===== src/logic/pex_macros.svh =====
`ifndef PEX_MACROS_SVH
`define PEX_MACROS_SVH

// datapath widths
`define PEX_DATA_W          64
`define PEX_LANES           4
`define PEX_PROTO_W         8
`define PEX_CLASS_W         2
`define PEX_MODE_W          2

// segment modes, code 3 reserved
`define PEX_MODE_SEG1       2'd0
`define PEX_MODE_SEG2       2'd1
`define PEX_MODE_SEG4       2'd2

// ip protocol numbers
`define PEX_PROTO_ICMP      8'h01
`define PEX_PROTO_TCP       8'h06
`define PEX_PROTO_UDP       8'h11

// per-lane class codes
`define PEX_CLASS_OTHER     2'd0
`define PEX_CLASS_ICMP      2'd1
`define PEX_CLASS_TCP       2'd2
`define PEX_CLASS_UDP       2'd3

// extraction + compare stages
// data side is delayed by the same amount
`define PEX_CLASSIFY_LAT    2

`endif


===== src/logic/pex_pkg.sv =====
`include "pex_macros.svh"

package pex_pkg;

    // one full data word
    typedef logic [`PEX_DATA_W-1:0] data_t;

    // segment mode, see PEX_MODE_* codes
    typedef logic [`PEX_MODE_W-1:0] mode_t;

    // protocol byte, upper 8 bits of a segment
    typedef logic [`PEX_PROTO_W-1:0] proto_t;

    // class code of one lane
    typedef logic [`PEX_CLASS_W-1:0] class_t;

    // class codes of all lanes
    // lane 0 sits in the low bits
    typedef logic [`PEX_LANES*`PEX_CLASS_W-1:0] class_vec_t;

endpackage


===== src/logic/proto_classify.sv =====
`timescale 1ns/1ps
`include "pex_macros.svh"

module proto_classify (
    input  logic                clk,
    input  logic                rst_i,
    input  logic                dval_i,
    input  pex_pkg::data_t      data_i,
    input  pex_pkg::mode_t      mode_i,
    output logic                cls_valid_o,
    output pex_pkg::class_vec_t cls_vec_o
);

    // byte picked for each lane, combinational
    pex_pkg::proto_t lane_byte_d [`PEX_LANES];
    // stage 1 registers
    pex_pkg::proto_t lane_byte_q [`PEX_LANES];
    logic            st1_valid_q;
    // stage 2 registers
    pex_pkg::class_vec_t cls_vec_q;
    logic                cls_valid_q;

    // protocol byte to class code
    function automatic pex_pkg::class_t classify_byte(input pex_pkg::proto_t b);
        case (b)
            `PEX_PROTO_ICMP: return `PEX_CLASS_ICMP;
            `PEX_PROTO_TCP:  return `PEX_CLASS_TCP;
            `PEX_PROTO_UDP:  return `PEX_CLASS_UDP;
            default:         return `PEX_CLASS_OTHER;
        endcase
    endfunction

    // lane extraction
    // unused lanes get zero, which classifies as other
    always_comb begin
        for (int k = 0; k < `PEX_LANES; k++) begin
            lane_byte_d[k] = '0;
        end
        case (mode_i)
            `PEX_MODE_SEG1: begin
                // whole word is one segment
                lane_byte_d[0] = data_i[63:56];
            end
            `PEX_MODE_SEG2: begin
                // two 32-bit halves
                lane_byte_d[0] = data_i[31:24];
                lane_byte_d[1] = data_i[63:56];
            end
            `PEX_MODE_SEG4: begin
                // four 16-bit quarters, top byte of each
                for (int k = 0; k < `PEX_LANES; k++) begin
                    lane_byte_d[k] = data_i[16*k+8 +: 8];
                end
            end
            default: begin
                // reserved mode, leave lanes cleared
            end
        endcase
    end

    // stage 1: hold extracted bytes
    always_ff @(posedge clk) begin
        if (dval_i) begin
            for (int k = 0; k < `PEX_LANES; k++) begin
                lane_byte_q[k] <= lane_byte_d[k];
            end
        end
    end

    always_ff @(posedge clk) begin
        if (rst_i) begin
            st1_valid_q <= 1'b0;
            cls_valid_q <= 1'b0;
        end else begin
            st1_valid_q <= dval_i;
            cls_valid_q <= st1_valid_q;
        end
    end

    // stage 2: compare against the three protocol codes
    always_ff @(posedge clk) begin
        if (st1_valid_q) begin
            for (int k = 0; k < `PEX_LANES; k++) begin
                cls_vec_q[k*`PEX_CLASS_W +: `PEX_CLASS_W] <= classify_byte(lane_byte_q[k]);
            end
        end
    end

    assign cls_valid_o = cls_valid_q;
    assign cls_vec_o   = cls_vec_q;

    // reserved mode code must never come with data
    a_mode_legal: assert property (
        @(posedge clk) disable iff (rst_i)
        dval_i |-> (mode_i inside {`PEX_MODE_SEG1, `PEX_MODE_SEG2, `PEX_MODE_SEG4})
    ) else $error("proto_classify: reserved mode %0d with dval_i", mode_i);

endmodule


===== src/logic/data_align_delay.sv =====
`timescale 1ns/1ps
`include "pex_macros.svh"

module data_align_delay #(
    parameter int DEPTH = `PEX_CLASSIFY_LAT
) (
    input  logic           clk,
    input  logic           rst_i,
    input  logic           dval_i,
    input  pex_pkg::data_t data_i,
    input  pex_pkg::mode_t mode_i,
    output logic           dly_valid_o,
    output pex_pkg::data_t dly_data_o,
    output pex_pkg::mode_t dly_mode_o
);

    // one slot per pipeline stage of the classifier
    pex_pkg::data_t data_q  [DEPTH];
    pex_pkg::mode_t mode_q  [DEPTH];
    logic           valid_q [DEPTH];

    // valid chain, cleared on reset
    always_ff @(posedge clk) begin
        if (rst_i) begin
            for (int i = 0; i < DEPTH; i++) begin
                valid_q[i] <= 1'b0;
            end
        end else begin
            valid_q[0] <= dval_i;
            for (int i = 1; i < DEPTH; i++) begin
                valid_q[i] <= valid_q[i-1];
            end
        end
    end

    // word and mode shift along with it
    // every slot moves each cycle so back-to-back words stay in order
    always_ff @(posedge clk) begin
        data_q[0] <= data_i;
        mode_q[0] <= mode_i;
        for (int i = 1; i < DEPTH; i++) begin
            data_q[i] <= data_q[i-1];
            mode_q[i] <= mode_q[i-1];
        end
    end

    // last slot lines up with cls_valid_o
    assign dly_valid_o = valid_q[DEPTH-1];
    assign dly_data_o  = data_q[DEPTH-1];
    assign dly_mode_o  = mode_q[DEPTH-1];

endmodule


===== src/logic/seg_mask_deposit.sv =====
`timescale 1ns/1ps
`include "pex_macros.svh"

module seg_mask_deposit (
    input  logic                clk,
    input  logic                rst_i,
    input  logic                cls_valid_i,
    input  pex_pkg::class_vec_t cls_vec_i,
    input  logic                dly_valid_i,
    input  pex_pkg::data_t      dly_data_i,
    input  pex_pkg::mode_t      dly_mode_i,
    output logic                dval_o,
    output pex_pkg::data_t      data_o
);

    // per-lane class split out of the vector
    pex_pkg::class_t lane_cls [`PEX_LANES];
    // full-word keep mask
    pex_pkg::data_t  keep_d;
    // output registers
    pex_pkg::data_t  data_q;
    logic            dval_q;

    // keep mask for one segment sitting at bit 0
    // upper part of the segment survives, width set by class
    function automatic pex_pkg::data_t keep_mask(
        input pex_pkg::class_t cls,
        input int              seg_w
    );
        int             keep_w;
        pex_pkg::data_t m;
        case (cls)
            `PEX_CLASS_ICMP: keep_w = seg_w / 2;
            `PEX_CLASS_TCP:  keep_w = seg_w;
            `PEX_CLASS_UDP:  keep_w = (seg_w * 3) / 4;
            default:         keep_w = 0;
        endcase
        m = '0;
        for (int b = 0; b < `PEX_DATA_W; b++) begin
            if (b < seg_w && b >= seg_w - keep_w) begin
                m[b] = 1'b1;
            end
        end
        return m;
    endfunction

    always_comb begin
        for (int k = 0; k < `PEX_LANES; k++) begin
            lane_cls[k] = cls_vec_i[k*`PEX_CLASS_W +: `PEX_CLASS_W];
        end
    end

    // assemble the word mask from the segments of this mode
    always_comb begin
        keep_d = '0;
        case (dly_mode_i)
            `PEX_MODE_SEG1: begin
                keep_d = keep_mask(lane_cls[0], `PEX_DATA_W);
            end
            `PEX_MODE_SEG2: begin
                // lane 1 owns the upper half
                keep_d = keep_mask(lane_cls[0], `PEX_DATA_W / 2)
                       | (keep_mask(lane_cls[1], `PEX_DATA_W / 2) << (`PEX_DATA_W / 2));
            end
            `PEX_MODE_SEG4: begin
                for (int k = 0; k < `PEX_LANES; k++) begin
                    keep_d = keep_d
                           | (keep_mask(lane_cls[k], `PEX_DATA_W / 4) << (k * `PEX_DATA_W / 4));
                end
            end
            default: begin
                // reserved mode clears the word
                keep_d = '0;
            end
        endcase
    end

    // masked word, only loaded for live data
    always_ff @(posedge clk) begin
        if (dly_valid_i) begin
            data_q <= dly_data_i & keep_d;
        end
    end

    always_ff @(posedge clk) begin
        if (rst_i) begin
            dval_q <= 1'b0;
        end else begin
            dval_q <= dly_valid_i;
        end
    end

    assign dval_o = dval_q;
    assign data_o = data_q;

    // classifier and delay line must stay in lockstep
    a_align: assert property (
        @(posedge clk) disable iff (rst_i)
        cls_valid_i == dly_valid_i
    ) else $error("seg_mask_deposit: class and data valid out of step");

endmodule


===== src/logic/pex_top.sv =====
`timescale 1ns/1ps
`include "pex_macros.svh"

module pex_top (
    input  logic           clk,
    input  logic           rst_i,
    input  logic           dval_i,
    input  pex_pkg::data_t data_i,
    input  pex_pkg::mode_t mode_i,
    output logic           dval_o,
    output pex_pkg::data_t data_o
);

    // classifier results
    logic                cls_valid;
    pex_pkg::class_vec_t cls_vec;

    // word, mode and valid aligned to the classifier
    logic                dly_valid;
    pex_pkg::data_t      dly_data;
    pex_pkg::mode_t      dly_mode;

    // protocol byte extraction and compare
    proto_classify u_classify (
        .clk         (clk),
        .rst_i       (rst_i),
        .dval_i      (dval_i),
        .data_i      (data_i),
        .mode_i      (mode_i),
        .cls_valid_o (cls_valid),
        .cls_vec_o   (cls_vec)
    );

    // carries the word alongside classification
    data_align_delay #(
        .DEPTH (`PEX_CLASSIFY_LAT)
    ) u_delay (
        .clk         (clk),
        .rst_i       (rst_i),
        .dval_i      (dval_i),
        .data_i      (data_i),
        .mode_i      (mode_i),
        .dly_valid_o (dly_valid),
        .dly_data_o  (dly_data),
        .dly_mode_o  (dly_mode)
    );

    // per-segment masking, one more register
    seg_mask_deposit u_deposit (
        .clk         (clk),
        .rst_i       (rst_i),
        .cls_valid_i (cls_valid),
        .cls_vec_i   (cls_vec),
        .dly_valid_i (dly_valid),
        .dly_data_i  (dly_data),
        .dly_mode_i  (dly_mode),
        .dval_o      (dval_o),
        .data_o      (data_o)
    );

endmodule


===== config.mk =====
export PLATFORM = sky130hd
export DESIGN_NAME = pex_top
export DESIGN_NICKNAME = d
export VERILOG_FILES = /design/src/logic/pex_pkg.sv /design/src/logic/proto_classify.sv /design/src/logic/data_align_delay.sv /design/src/logic/seg_mask_deposit.sv /design/src/logic/pex_top.sv
export VERILOG_INCLUDE_DIRS = /design/src /design/src/logic
export SDC_FILE = /design/constraint.sdc
export NUM_CORES = 1
export LEC_CHECK = 0
export ABC_AREA = 1
export ABC_CLOCK_PERIOD_IN_PS = 3000
export BUFFER_PORTS_ARGS = -buffer_cell sky130_fd_sc_hd__buf_2
export CORE_ASPECT_RATIO = 0.6
export CORE_MARGIN = 1.5
export CORE_UTILIZATION = 55
export CTS_CLUSTER_DIAMETER = 40
export DETAILED_ROUTE_END_ITERATION = 6
export GPL_TIMING_DRIVEN = 0
export MAX_ROUTING_LAYER = met4
export PLACE_DENSITY_LB_ADDON = 0.25
export SYNTH_ARGS = -nofsm -noshare
export SYNTH_HDL_FRONTEND = slang
export SYNTH_HIERARCHICAL = 1
export SYNTH_SLANG_ARGS = --single-unit

===== constraint.sdc =====
create_clock -name clk -period 3 [get_ports clk]
set_clock_uncertainty 0.05 [all_clocks]
set_input_delay 0.15 -clock clk [delete_from_list [all_inputs] [get_ports clk]]
set_output_delay 0.15 -clock clk [all_outputs]
set_load 0.02 [all_outputs]

==> metrics.txt <==
status=complete, no violations; Rows=33; crit path max-delay cell type=edfxtp_1; Die Ht=~96 um; layout cells sized above 1=27.5%; Min-Delay Path Class=in2reg; initial antenna violation count=0; diode count=0; synth warn=6; Final Hold Viols=0; P&R area growth vs syn=29.0%; Avg Cell Area, Syn=11.9 um2; Worst Path Required=approximately 3.2 ns; max-capacitance violation count=0; CTS tree=yes; Post-Syn Instances=661; Period minus WS final=1.49 ns; Worst slew margin=about two fifths; Post-DP HPWL=9.60 mm; Initial Util=56.9%; Worst Path Max Fanout=8; total iterations of the first detailed-routing run=4; vias in the first global route=about 4,700; Arrival @ worst endpoint=between 1.5 and 2 ns; Final Util=73.4%; largest net degree at the start of global routing=66; Final TNS setup=0 ns; Resize count post-CTS=0; clk sinks=240; Die Wd=about 160 um; crit share post-route=49.5%; port bufs=133; total vias in the final route=4,817; VDD IR-drop max=just under 0.5 mV; startpoint types=register; Fmax achieved=between 600 and 700 MHz; fillers=~900; Routed Antenna Nets=0; clk root buf=clkbuf_16; Mapped Nets=734; Iter 0 DRT Violations=around 320; Final #Nets=957; LEAKAGE=between 4 and 5 nW; # IOs=about 130; Slew @ Worst Pin=approximately 0.87 ns; crit end category=register; CP peak stage delay=0.41 ns; unrepaired setup endpoints after global routing=no; maximum buffer depth of the clock tree=3; gr usage total=just over 20%; Setup CP Type=reg2reg; Pwr per Cell Area=between 600 and 700 nW/um2; Post-CTS Setup Repair Bufs=0; WL final=14.8 mm; gp weighted congestion=0.876; die area=15,100 um2; Post-Syn Area=7870 um2; DRC=0; cell repeated most along the worst path=nand2_1; CTS HTree Levels=1; Final Max Tran Viols=0; clock-pin slew on the worst setup and hold paths=around 0.07 ns; Via density=4.42; Skew-Pair Late Insertion Delay=around 0.5 ns; wire per inst=13.6 um; first-pass GRT wire length=around 23 mm; TritonCTS Buffers=21; Core Area=13,800 um2; # setup viols final=0; crit-path cells=inv_1, nand2_1, nand2_1, nand3_2, nand2_1, inv_1; GRT overflow=0
cell type report:
cell class                      count  area, um2  area share [%]
Buffer                             73        544            5.36
Clock buffer                       28        647            6.37
Clock inverter                      9       55.1           0.542
Inverter                          108        405            3.99
Multi-Input combinational cell    240       1080            10.6
Sequential cell                   240       5850            57.6
Tap cell                          192        240            2.37
Timing Repair Buffer              200       1340            13.2
path summary, 6_finish.rpt:
path / end / start / slack (ns) / cells past startpoint
worst min register to register: u_delay/data_q[0][125] / u_delay/data_q[0][61] / 0.27 / 0
worst max-delay path: u_deposit/data_o[59] / u_classify/cls_vec_o[1] / 1.51 / 6
worst min-delay path: u_classify/st1_valid_q / dval_i / 0.16 / 3
worst max register to register: u_deposit/data_o[59] / u_classify/cls_vec_o[1] / 1.51 / 6
timing repair:
item                                    CTS  global route
hold endpoints to repair                 86             0
hold buffers                             67             0
endpoints found under the setup margin    0             0
registers in the layout, summed over array words and instances, names as in the netlist:
signal / cells
u_classify/st1_valid_q: 1
u_delay/data_q: 128
u_classify/lane_byte_q: 32
u_deposit/data_o: 64
u_delay/valid_q: 2
u_classify/cls_vec_o: 8
u_deposit/dval_o: 1
u_delay/mode_q: 4
report_power, final:
group          total [mW]  internal, mW  switching (mW)  leakage (nW)
combinational       0.454         0.219           0.235          2.44
sequential           3.65          3.59          0.0623          2.12
clock                2.67          1.53            1.14         0.351
total                6.77          5.34            1.44          4.91
stage by stage:
step / worst slack [ns] / hold slack, ns / instances / power (mW) / cell area, um2
finish: 1.51 / 0.163 / 1090 / 6.77 / 10200
global route: 1.38 / 0.210 / 1090 / 7.03 / 10200
CTS: 1.50 / 0.159 / 1090 / 6.83 / 10200
detailed placement: 1.51 / 0.204 / 986 / 4.10 / 8780
global placement: 0.161 / 0.203 / 986 / 4.08 / 8780
floorplan: 0.837 / 0.128 / 661 / 3.94 / 7870
per-layer routing:
layer | GRT usage (%) | share of wire [%] | vias up
met5 | - | 0 | -
met3 | 4.64 | 8.0 | 31
met4 | 4.87 | 1.7 | 0
met2 | 34.5 | 47 | 197
met1 | 25.6 | 43 | 2151
li1 | - | - | 2438
critical path, delay by kind of cell (launching register included):
kind	cells	cell delay, ns
DFF	1	0.41
buffers and inverters	2	0.16
and+or+nand+nor	4	0.63
cell usage in the layout, fill, tap and decap left out, types with 3 or more instances in the layout:
cell           count
clkinv_2           4
nand3_1           18
nor2_1            44
clkbuf_16         25
nand2_1          135
ha_1               4
inv_1            108
buf_2            136
nand4_1            6
dlygate4sd3_1     67
a21oi_1            8
a21boi_1           6
inv_4              3
buf_4             69
a21boi_0          10
edfxtp_1         104
dfxtp_1          135
Note: power is estimated with default switching activity, not from simulation.
